`config.mk`:
```
export PLATFORM = sky130hd
export DESIGN_NAME = fmul_top
export DESIGN_NICKNAME = d
export VERILOG_FILES = /design/src/logic/fmul_pkg.sv /design/src/logic/fmul_stream_if.sv /design/src/logic/fmul_exponent.sv /design/src/logic/fmul_flow_stage.sv /design/src/logic/fmul_normalize.sv /design/src/logic/fmul_operation.sv /design/src/logic/fmul_top.sv
export SDC_FILE = /design/constraint.sdc
export NUM_CORES = 2
export LEC_CHECK = 0
export BUFFER_PORTS_ARGS = -buffer_cell sky130_fd_sc_hd__buf_2
export CORE_MARGIN = 2
export CORE_UTILIZATION = 40
export CTS_BUF_LIST = sky130_fd_sc_hd__clkbuf_2 sky130_fd_sc_hd__clkbuf_4 sky130_fd_sc_hd__clkbuf_8
export DETAILED_ROUTE_END_ITERATION = 16
export PLACE_DENSITY = 0.64
export SYNTH_ARGS = -nofsm -noshare
export SYNTH_HDL_FRONTEND = slang
export SYNTH_HIERARCHICAL = 1
export SYNTH_SLANG_ARGS = --single-unit
```
`constraint.sdc`:
```
create_clock -name clk -period 6.7 [get_ports clk]
set_input_delay 0.67 -clock clk [delete_from_list [all_inputs] [get_ports clk]]
set_output_delay 0.67 -clock clk [all_outputs]
set_load 0.005 [all_outputs]
```
`src/logic/fmul_pkg.sv`:
```
package fmul_pkg;

    localparam int FMUL_EXP_W  = 10;
    localparam int FMUL_SIG_W  = 24;
    localparam int FMUL_PROD_W = 2 * FMUL_SIG_W;

    localparam int          FMUL_BIAS = 127;
    localparam logic [31:0] FMUL_QNAN = 32'h7fc0_0000;

    typedef logic [7:0] fmul_tag_t;

    typedef enum logic [1:0] {
        FMUL_CLASS_ZERO,
        FMUL_CLASS_NORMAL,
        FMUL_CLASS_INF,
        FMUL_CLASS_NAN
    } fmul_class_t;

    // result forced by the operand classes, none means compute it
    typedef enum logic [1:0] {
        FMUL_SPECIAL_NONE,
        FMUL_SPECIAL_ZERO,
        FMUL_SPECIAL_INF,
        FMUL_SPECIAL_NAN
    } fmul_special_t;

    typedef struct packed {
        logic invalid;
        logic overflow;
        logic underflow;
        logic inexact;
    } fmul_flags_t;

    // ~~~~~~~~~~~~~~~~~~~~~~~~~~~~~~~~~~~~~~~~~~~~~~~~~~~~~~~~~~~~~~~~~~~~
    // stage payloads

    typedef struct packed {
        logic [31:0] a;
        logic [31:0] b;
        fmul_tag_t   tag;
    } fmul_exponent_cmd_t;

    typedef struct packed {
        logic                         sign;
        logic signed [FMUL_EXP_W-1:0] exp;
        logic [FMUL_SIG_W-1:0]        sig_a;
        logic [FMUL_SIG_W-1:0]        sig_b;
        fmul_special_t                special;
        logic                         invalid;
        fmul_tag_t                    tag;
    } fmul_operation_cmd_t;

    typedef struct packed {
        logic                         sign;
        logic signed [FMUL_EXP_W-1:0] exp;
        logic [FMUL_PROD_W-1:0]       product;
        fmul_special_t                special;
        logic                         invalid;
        fmul_tag_t                    tag;
    } fmul_normalize_cmd_t;

    typedef struct packed {
        logic [31:0] result;
        fmul_flags_t flags;
        fmul_tag_t   tag;
    } fmul_result_t;

    // ~~~~~~~~~~~~~~~~~~~~~~~~~~~~~~~~~~~~~~~~~~~~~~~~~~~~~~~~~~~~~~~~~~~~
    // operand helpers

    // subnormals land in the zero class
    function automatic fmul_class_t fmul_classify(input logic [31:0] op);
        if (op[30:23] == 8'h00) begin
            return FMUL_CLASS_ZERO;
        end
        if (op[30:23] != 8'hff) begin
            return FMUL_CLASS_NORMAL;
        end
        return (op[22:0] == '0) ? FMUL_CLASS_INF : FMUL_CLASS_NAN;
    endfunction

    function automatic logic [FMUL_SIG_W-1:0] fmul_significand(input logic [31:0] op);
        return {|op[30:23], op[22:0]};
    endfunction

endpackage

```
`src/logic/fmul_stream_if.sv`:
```
interface fmul_stream_if #(
    parameter type T = logic
);

    logic valid;
    logic ready;
    T     payload;

    // consumer side
    modport in (
        input  valid,
        input  payload,
        output ready
    );

    // producer side
    modport out (
        output valid,
        output payload,
        input  ready
    );

endinterface

```
`src/logic/fmul_exponent.sv`:
```
module fmul_exponent
    import fmul_pkg::*;
#(
    parameter int OUTPUT_REGISTER_MODE = 1
)(
    input logic clk,
    input logic rst_n,

    fmul_stream_if.in  exponent_cmd,
    fmul_stream_if.out operation_cmd
);

    fmul_stream_if #(.T(fmul_operation_cmd_t)) next_operation_cmd ();

    logic [31:0]         op_a;
    logic [31:0]         op_b;
    fmul_class_t         class_a;
    fmul_class_t         class_b;
    logic                any_inf;
    logic                any_zero;
    fmul_operation_cmd_t cmd;

    assign op_a = exponent_cmd.payload.a;
    assign op_b = exponent_cmd.payload.b;

    assign class_a  = fmul_classify(op_a);
    assign class_b  = fmul_classify(op_b);
    assign any_inf  = (class_a == FMUL_CLASS_INF) || (class_b == FMUL_CLASS_INF);
    assign any_zero = (class_a == FMUL_CLASS_ZERO) || (class_b == FMUL_CLASS_ZERO);

    always_comb begin
        cmd.sign  = op_a[31] ^ op_b[31];
        // biased result exponent before normalization
        cmd.exp   = FMUL_EXP_W'(op_a[30:23]) + FMUL_EXP_W'(op_b[30:23])
                  - FMUL_EXP_W'(FMUL_BIAS);
        cmd.sig_a = fmul_significand(op_a);
        cmd.sig_b = fmul_significand(op_b);
        cmd.tag   = exponent_cmd.payload.tag;

        cmd.special = FMUL_SPECIAL_NONE;
        cmd.invalid = 1'b0;
        if (class_a == FMUL_CLASS_NAN || class_b == FMUL_CLASS_NAN || (any_inf && any_zero)) begin
            cmd.special = FMUL_SPECIAL_NAN;
            cmd.invalid = 1'b1;
        end else if (any_inf) begin
            cmd.special = FMUL_SPECIAL_INF;
        end else if (any_zero) begin
            cmd.special = FMUL_SPECIAL_ZERO;
        end
    end

    assign next_operation_cmd.valid   = exponent_cmd.valid;
    assign next_operation_cmd.payload = cmd;
    assign exponent_cmd.ready         = next_operation_cmd.ready;

    fmul_flow_stage #(
        .T(fmul_operation_cmd_t),
        .MODE(OUTPUT_REGISTER_MODE)
    ) output_stage (
        .clk,
        .rst_n,
        .stream_in(next_operation_cmd),
        .stream_out(operation_cmd)
    );

endmodule

```
`src/logic/fmul_flow_stage.sv`:
```
module fmul_flow_stage #(
    parameter type T    = logic,
    parameter int  MODE = 1
)(
    input logic clk,
    input logic rst_n,

    fmul_stream_if.in  stream_in,
    fmul_stream_if.out stream_out
);

    mode_legal: assert property (@(posedge clk) disable iff (!rst_n)
        MODE inside {0, 1});

    generate
        if (MODE == 0) begin : g_pass
            assign stream_out.valid   = stream_in.valid;
            assign stream_out.payload = stream_in.payload;
            assign stream_in.ready    = stream_out.ready;
        end else begin : g_reg
            logic full;
            T     data;

            // slot frees up in the same cycle it drains
            assign stream_in.ready = !full || stream_out.ready;

            always_ff @(posedge clk or negedge rst_n) begin
                if (!rst_n) begin
                    full <= 1'b0;
                end else if (stream_in.ready) begin
                    full <= stream_in.valid;
                end
            end

            always_ff @(posedge clk) begin
                if (stream_in.valid && stream_in.ready) begin
                    data <= stream_in.payload;
                end
            end

            assign stream_out.valid   = full;
            assign stream_out.payload = data;

            held_stable: assert property (@(posedge clk) disable iff (!rst_n)
                stream_out.valid && !stream_out.ready
                |=> stream_out.valid && $stable(stream_out.payload));
        end
    endgenerate

endmodule

```
`src/logic/fmul_normalize.sv`:
```
module fmul_normalize
    import fmul_pkg::*;
#(
    parameter int OUTPUT_REGISTER_MODE = 1
)(
    input logic clk,
    input logic rst_n,

    fmul_stream_if.in  normalize_cmd,
    fmul_stream_if.out result
);

    localparam int EXP_MAX = 254;
    localparam int EXP_MIN = 1;

    fmul_stream_if #(.T(fmul_result_t)) next_result ();

    fmul_normalize_cmd_t          cmd_in;
    fmul_result_t                 res;
    logic [FMUL_PROD_W-1:0]       prod;
    logic signed [FMUL_EXP_W-1:0] exp_in;
    logic signed [FMUL_EXP_W-1:0] exp_norm;
    logic signed [FMUL_EXP_W-1:0] exp_rnd;
    logic [FMUL_SIG_W-1:0]        mant;
    logic [FMUL_SIG_W:0]          mant_rnd;
    logic [FMUL_SIG_W-2:0]        frac;
    logic                         guard;
    logic                         sticky;
    logic                         round_up;

    assign cmd_in = normalize_cmd.payload;
    assign prod   = cmd_in.product;
    assign exp_in = cmd_in.exp;

    // ~~~~~~~~~~~~~~~~~~~~~~~~~~~~~~~~~~~~~~~~~~~~~~~~~~~~~~~~~~~~~~~~~~~~
    // normalize and round to nearest even

    always_comb begin
        if (prod[FMUL_PROD_W-1]) begin
            mant   = prod[47:24];
            guard  = prod[23];
            sticky = |prod[22:0];
        end else begin
            mant   = prod[46:23];
            guard  = prod[22];
            sticky = |prod[21:0];
        end
        exp_norm = exp_in + FMUL_EXP_W'(prod[FMUL_PROD_W-1]);

        round_up = guard && (sticky || mant[0]);
        mant_rnd = {1'b0, mant} + {{FMUL_SIG_W{1'b0}}, round_up};

        // a carry out leaves 1.000... with an all-zero fraction
        exp_rnd = exp_norm + FMUL_EXP_W'(mant_rnd[FMUL_SIG_W]);
        frac    = mant_rnd[FMUL_SIG_W-2:0];
    end

    // ~~~~~~~~~~~~~~~~~~~~~~~~~~~~~~~~~~~~~~~~~~~~~~~~~~~~~~~~~~~~~~~~~~~~
    // range checks and special overrides

    always_comb begin
        res.tag             = cmd_in.tag;
        res.flags.invalid   = cmd_in.invalid;
        res.flags.overflow  = 1'b0;
        res.flags.underflow = 1'b0;
        res.flags.inexact   = guard || sticky;
        res.result          = {cmd_in.sign, exp_rnd[7:0], frac};

        if (int'(exp_rnd) > EXP_MAX) begin
            res.result          = {cmd_in.sign, 8'hff, 23'h0};
            res.flags.overflow  = 1'b1;
            res.flags.inexact   = 1'b1;
        end else if (int'(exp_rnd) < EXP_MIN) begin
            // flush to zero, no subnormal output
            res.result          = {cmd_in.sign, 31'h0};
            res.flags.underflow = 1'b1;
            res.flags.inexact   = 1'b1;
        end

        if (cmd_in.special != FMUL_SPECIAL_NONE) begin
            res.flags.overflow  = 1'b0;
            res.flags.underflow = 1'b0;
            res.flags.inexact   = 1'b0;
        end
        case (cmd_in.special)
            FMUL_SPECIAL_NAN:  res.result = FMUL_QNAN;
            FMUL_SPECIAL_INF:  res.result = {cmd_in.sign, 8'hff, 23'h0};
            FMUL_SPECIAL_ZERO: res.result = {cmd_in.sign, 31'h0};
            default: ;
        endcase
    end

    assign next_result.valid   = normalize_cmd.valid;
    assign next_result.payload = res;
    assign normalize_cmd.ready = next_result.ready;

    // product of two 1.x significands is in [1, 4)
    prod_in_range: assert property (@(posedge clk) disable iff (!rst_n)
        normalize_cmd.valid && cmd_in.special == FMUL_SPECIAL_NONE
        |-> |prod[FMUL_PROD_W-1 -: 2]);

    fmul_flow_stage #(
        .T(fmul_result_t),
        .MODE(OUTPUT_REGISTER_MODE)
    ) output_stage (
        .clk,
        .rst_n,
        .stream_in(next_result),
        .stream_out(result)
    );

endmodule

```
`src/logic/fmul_operation.sv`:
```
module fmul_operation
    import fmul_pkg::*;
#(
    parameter int OUTPUT_REGISTER_MODE = 1
)(
    input logic clk,
    input logic rst_n,

    fmul_stream_if.in  operation_cmd,
    fmul_stream_if.out normalize_cmd
);

    fmul_stream_if #(.T(fmul_normalize_cmd_t)) next_normalize_cmd ();

    fmul_operation_cmd_t cmd_in;
    fmul_normalize_cmd_t cmd;

    assign cmd_in = operation_cmd.payload;

    always_comb begin
        cmd.sign    = cmd_in.sign;
        cmd.exp     = cmd_in.exp;
        cmd.product = FMUL_PROD_W'(cmd_in.sig_a) * FMUL_PROD_W'(cmd_in.sig_b);
        cmd.special = cmd_in.special;
        cmd.invalid = cmd_in.invalid;
        cmd.tag     = cmd_in.tag;
    end

    assign next_normalize_cmd.valid   = operation_cmd.valid;
    assign next_normalize_cmd.payload = cmd;
    assign operation_cmd.ready        = next_normalize_cmd.ready;

    // stage 1 only lets normal operands through without a special code
    hidden_bits: assert property (@(posedge clk) disable iff (!rst_n)
        operation_cmd.valid && cmd_in.special == FMUL_SPECIAL_NONE
        |-> cmd_in.sig_a[FMUL_SIG_W-1] && cmd_in.sig_b[FMUL_SIG_W-1]);

    fmul_flow_stage #(
        .T(fmul_normalize_cmd_t),
        .MODE(OUTPUT_REGISTER_MODE)
    ) output_stage (
        .clk,
        .rst_n,
        .stream_in(next_normalize_cmd),
        .stream_out(normalize_cmd)
    );

endmodule

```
`src/logic/fmul_top.sv`:
```
module fmul_top
    import fmul_pkg::*;
#(
    parameter int OUTPUT_REGISTER_MODE = 1
)(
    input  logic        clk,
    input  logic        rst_n,

    input  logic        in_valid,
    output logic        in_ready,
    input  logic [31:0] in_a,
    input  logic [31:0] in_b,
    input  fmul_tag_t   in_tag,

    output logic        out_valid,
    input  logic        out_ready,
    output logic [31:0] out_result,
    output fmul_flags_t out_flags,
    output fmul_tag_t   out_tag
);

    fmul_stream_if #(.T(fmul_exponent_cmd_t))  exponent_cmd ();
    fmul_stream_if #(.T(fmul_operation_cmd_t)) operation_cmd ();
    fmul_stream_if #(.T(fmul_normalize_cmd_t)) normalize_cmd ();
    fmul_stream_if #(.T(fmul_result_t))        result ();

    // request side
    assign exponent_cmd.valid       = in_valid;
    assign exponent_cmd.payload.a   = in_a;
    assign exponent_cmd.payload.b   = in_b;
    assign exponent_cmd.payload.tag = in_tag;
    assign in_ready                 = exponent_cmd.ready;

    fmul_exponent #(.OUTPUT_REGISTER_MODE(OUTPUT_REGISTER_MODE)) exponent_stage (
        .clk, .rst_n, .exponent_cmd, .operation_cmd
    );

    fmul_operation #(.OUTPUT_REGISTER_MODE(OUTPUT_REGISTER_MODE)) operation_stage (
        .clk, .rst_n, .operation_cmd, .normalize_cmd
    );

    fmul_normalize #(.OUTPUT_REGISTER_MODE(OUTPUT_REGISTER_MODE)) normalize_stage (
        .clk, .rst_n, .normalize_cmd, .result
    );

    // response side
    assign out_valid    = result.valid;
    assign result.ready = out_ready;
    assign out_result   = result.payload.result;
    assign out_flags    = result.payload.flags;
    assign out_tag      = result.payload.tag;

endmodule

```
# Yosys cells after proc, flatten, opt, wreduce, memory -nomap -nowiden

Cells that the tools add are included.
Widths: inputs -> output; s select.

Logic and storage cells: 99
Memories kept: 0
Latch bits: 0
Memory bits (writable): 0
Bits of input ports: 76
Output and inout port bits: 46
Flip-flop bits (word level): 187
Bits in read-only memories: 0

Add/sub/neg operators: 5
Order comparisons: 2
Bitwise gates (word level): 1
Mux-type cells: 28
Div/mod/pow operators: 0
Multipliers: 1
Shift-type cells: 0
Equality and inequality tests: 9
Reductions and logical operators: 30

Operators with widths:

| operator              | number |
|---|---|
| $pmux 32 s3           | 1 |
| $mux 31               | 2 |
| $mul 24x24->48        | 1 |
| $logic_not 23->1      | 2 |
| $add 24x1->25         | 1 |
| $mux 24               | 1 |
| $reduce_or 23->1      | 1 |
| $reduce_or 22->1      | 1 |
| $add 10x1->10         | 2 |
| $mux 2                | 9 |
| $logic_not 8->1       | 2 |
| $ne 8x8->1 const B    | 2 |
| $reduce_or 8->1       | 2 |
| $mux 1                | 15 |
| $eq 2x2->1 const B    | 6 |
| $gt 10x9->1 const B   | 1 |
| $lt 10x2->1 const B   | 1 |
| $sub 10x7->10 const B | 1 |
| $add 8x8->9           | 1 |
| $logic_or 1x1->1      | 9 |
| $logic_and 1x1->1     | 5 |
| $logic_not 2->1       | 2 |
| $reduce_or 2->1       | 2 |
| $logic_not 1->1       | 3 |
| other kinds (3)       | 3 |

# Longest topological paths before layout

Word-level depth: 10
Depth in mapped cells: 26
Mapped depth without buffers: 24

# Modules after synthesis

Netlist, hierarchy kept.

By module, submodules not included:

| module                                            | times used | area an instance (µm²) | cells an instance | seq. area each (µm²) |
|---|---|---|---|---|
| fmul_operation                                    | 1          | 19,029.5               | 2,182             | 0.0 |
| fmul_flow_stage (exponent_stage.output_stage ...) | 2          | 2,155.8                | 74                | 2,127.0 |
| fmul_normalize                                    | 1          | 1,910.6                | 258               | 0.0 |
| fmul_flow_stage (normalize_stage.output_stage)    | 1          | 1,375.1                | 48                | 1,346.3 |
| fmul_exponent                                     | 1          | 656.9                  | 90                | 0.0 |

# Least setup slack after synthesis

Ideal clock, no wire load.

Path kind: register -> register
Start point: register exponent_stage.output_stage.g_reg.data (netlist bit exponent_stage/output_stage/stream_out.payload[14])
End point: register operation_stage.output_stage.g_reg.data (netlist bit operation_stage/output_stage/stream_out.payload[56]), data pin
Stages on the path, launching flop included: 25
Period minus slack after synthesis: 6,654 ps
Library setup time: 258 ps
Path slack: 46 ps
Data arrival time: 6,396 ps
Path through: edfxtp_1 clkbuf_1 nand2_1 fa_1 inv_1 fa_1 inv_1 fa_1 inv_1 fa_1 inv_1 fa_1 inv_1 fa_1 inv_1 fa_1 inv_1 ha_1 clkbuf_1 nand2_1 o31a_1 o31a_1 or3_1 a2bb2oi_1 xnor2_1

RTL lines:

| item                   | line                  | text |
|---|---|---|
| from (decl)            | fmul_flow_stage.sv:22 | `T data;` |
| from (signal assigned) | fmul_flow_stage.sv:37 | `data <= stream_in.payload;` |
| to (signal assigned)   | fmul_flow_stage.sv:37 |  |
| to (decl)              | fmul_flow_stage.sv:22 |  |

==> impl_metrics.tcl <==
set metrics [dict create \
    yosys.area.top_type "fa_1" \
    slew_viol_final 0 \
    cts_sinks 187 \
    finalNonFillerCells 3829 \
    finalNetCount 3694 \
    crit_path_cell_trace "buf_4 -> clkbuf_16 -> nand2_1 -> fa_1 -> inv_1 -> fa_1 -> inv_1 -> fa_1 -> inv_1 -> fa_1 -> fa_1 -> fa_1 -> inv_1 -> fa_1 -> inv_1 -> ha_1 -> buf_4 -> nand4_1 -> o31a_1 -> or3_4 -> a2bb2oi_1 -> xnor2_1" \
    h-tree-depth 4 \
    yosys-top-cells-area "fa_1 36%, edfxtp_1 20%, ha_1 8.8%, inv_1 7.9%, and2_1 7.1%" \
    rsz0062_at_grt "yes" \
    grt.overflow.total 0 \
    cp_top_family "adder cells" \
    critPathMostFrequentCell "fa_1" \
    num_rows 95 \
    critPathSlowestCell "fa_1" \
    clk_latency_ns 0.57 \
    yosys.cell_count.top_type "inv_1" \
    max_stage_delay_ns 0.60 \
    worstPathMaxFanout 12 \
    postRouteAntennaNets 0 \
    port_buffers 121 \
    hpwlAfterDp_mm 55.84 \
    die_w_um 265.2 \
    yosysWarnings 6 \
    post_drt_wl_per_cell_um 18.01 \
    min_period_ns 6.630 \
    synth_common_cells "575 x inv_1, 484 x fa_1, 323 x nand2_1" \
    die_h_um 265.2 \
    fin_crit_sh 0.9896 \
    avgViaCountPerCell 5.049 \
    grt.total_usage 0.1985 \
    clockBufferDepth 2 \
    cp.arrival_ns 6.94 \
    ys_types 81 \
    syn_nets 3478 \
    setup_viol 0 \
    grt_pass1_wl_mm 109.3 \
    cts-root-buf "clkbuf_8" \
    design.core.area_um2 67400 \
    drt_iter0_drc 1023 \
    ys.flop_type "edfxtp_1" \
    async_reset_ff_frac 0.01604 \
    wl_mm 68.96 \
    max-slew-margin-rel 0.2397 \
    worstSetupStartpointType "flip-flop" \
    antenna_found_initial 2 \
    endpoint_kind "flip-flop" \
    grt_pass1_vias 20250 \
    cts_tree "built" \
    clk_pin_slew_ns 0.14 \
    synthDominantCellAreaShare 0.3551 \
    synth_edf_count 184 \
    max_freq_mhz 150.8 \
    vias 19330 \
    fin_skew_ns 0.02994 \
    die_area_um2 70320 \
    yosysSeqAreaShare 0.2053 \
    io_pins 122 \
    syn_to_final_growth_pct 15.05 \
    crit_buf_inv 8 \
    finalHoldViolCount 0 \
    drv_cap 0 \
    cts_buffers 17 \
    worst_pin_slew_ns 1.130 \
    crit_required_ns 7.01 \
    worst-setup-path-type "reg2reg" \
    avgSynthCellArea_um2 10.01 \
    dp.cells 3753 \
    first_pass_iters 6 \
    synth-seq-cells 187 \
    grt_max_degree 71 \
    min_path_type "in2reg" \
    gp_congestion 0.9083 \
    drc 0 \
    status "finished, final reports clean" \
    drive_gt1_frac 0.1675 \
    syn_area_um2 27280 \
    start_util 0.4048 \
    syn_inst 2726 \
]
-- state kept, by name, indices dropped and copies added (netlist names) --
signal and count:
operation_stage/output_stage/stream_out.payload 70, exponent_stage/output_stage/stream_out.valid 1, exponent_stage/output_stage/stream_out.payload 70, normalize_stage/output_stage/stream_out.valid 1, normalize_stage/output_stage/stream_out.payload 44, operation_stage/output_stage/stream_out.valid 1
-- metal layers --
layer	global-route usage	vias up	share of wire
met5	0	-	0.00019
met4	0.05054	2	0.026
met3	0.02500	102	0.055
met2	0.3357	516	0.49
met1	0.2711	9818	0.43
li1	-	8893	-
-- layout make-up --
type / instances / area [um2]
flip-flops and latches: 187 / 5600
clock buffers: 17 / 234.0
repair buffers: 329 / 2591
diodes: 1 / 2.502
well taps: 873 / 1092
inverters: 576 / 2162
multi-input cells: 1831 / 19470
fillers: 6274 / 36010
clock inverters: 15 / 231.5
-- kinds of logic (layout without fill, tap and decap cells) --
family                   count (synthesis)  after routing  synth area share
AO/OA/AOI/OAI                          218            218           0.05843
XOR/XNOR                                73             73           0.02343
adder cells (fa/ha/maj)                676            676            0.4432
buffers and inverters                  708            937           0.09883
flip-flops                             187            187            0.2053
multiplexers                            20             20          0.007429
other                                    0              1                 0
AND/OR/NAND/NOR                        844            844            0.1634
-- layout by cell type (no fill, tap or decap), types with 18 or more instances in the layout --
cell      Yosys  layout
xnor2_1      44      44
nor4_1       19      18
inv_1       575     572
nor2_1       36      34
nand2_1     323     321
buf_4         4     163
nor3_1       23      23
edfxtp_1    184     184
o21ai_0      31      22
buf_2         7     121
ha_1        192     173
buf_12        0      23
xor2_1       29      27
a21o_1       23      23
fa_1        484     471
and2_1      310     303
nand4_1      39      39
a21oi_1      54      35
mux2i_1      18      18
-- what timing repair did --
action	in CTS	in global routing
gates resized for setup	22	106
pin swaps	6	51
hold buffers	1	0
buffers inserted	5	33
endpoints found under the hold margin	3	0
gates cloned	0	4
endpoints found under the setup margin	11	18
-- metrics by stage --
step	setup WS (ns)	hold slack, ns	util	instance area (um2)	setup TNS [ns]
6_report	0.06986	0.2647	0.4657	31390	0
5_1_grt	-0.1038	0.2147	0.4657	31390	-0.4027
4_1_cts	0.005865	0.2164	0.4540	30590	0
2_1_floorplan	0.04581	0.3744	-	27280	0
3_3_place_gp	-0.08360	0.4009	0.4446	29970	-0.2237
3_5_place_dp	-0.1201	0.4045	0.4446	29970	-0.6044
-- final timing paths --
check                      slack (ns)                                           endpoint                                                from  depth (start not counted)
max                              0.07                                          flip-flop  exponent_stage/output_stage/stream_out.payload[23]                         22
min                              0.26  exponent_stage/output_stage/stream_out.payload[1]                                           in_tag[1]                          1
max reg2reg                      0.07                                          flip-flop  exponent_stage/output_stage/stream_out.payload[23]                         22
min reg2reg                      0.41                                          flip-flop  exponent_stage/output_stage/stream_out.payload[10]                          0
max in group asynchronous        6.18       exponent_stage/output_stage/stream_out.valid                                               rst_n                          2
min in group asynchronous        0.41      normalize_stage/output_stage/stream_out.valid                                               rst_n                          2
Power is not shown: default switching activity piles up to over one toggle a cycle in this logic, so the estimate is an artifact.
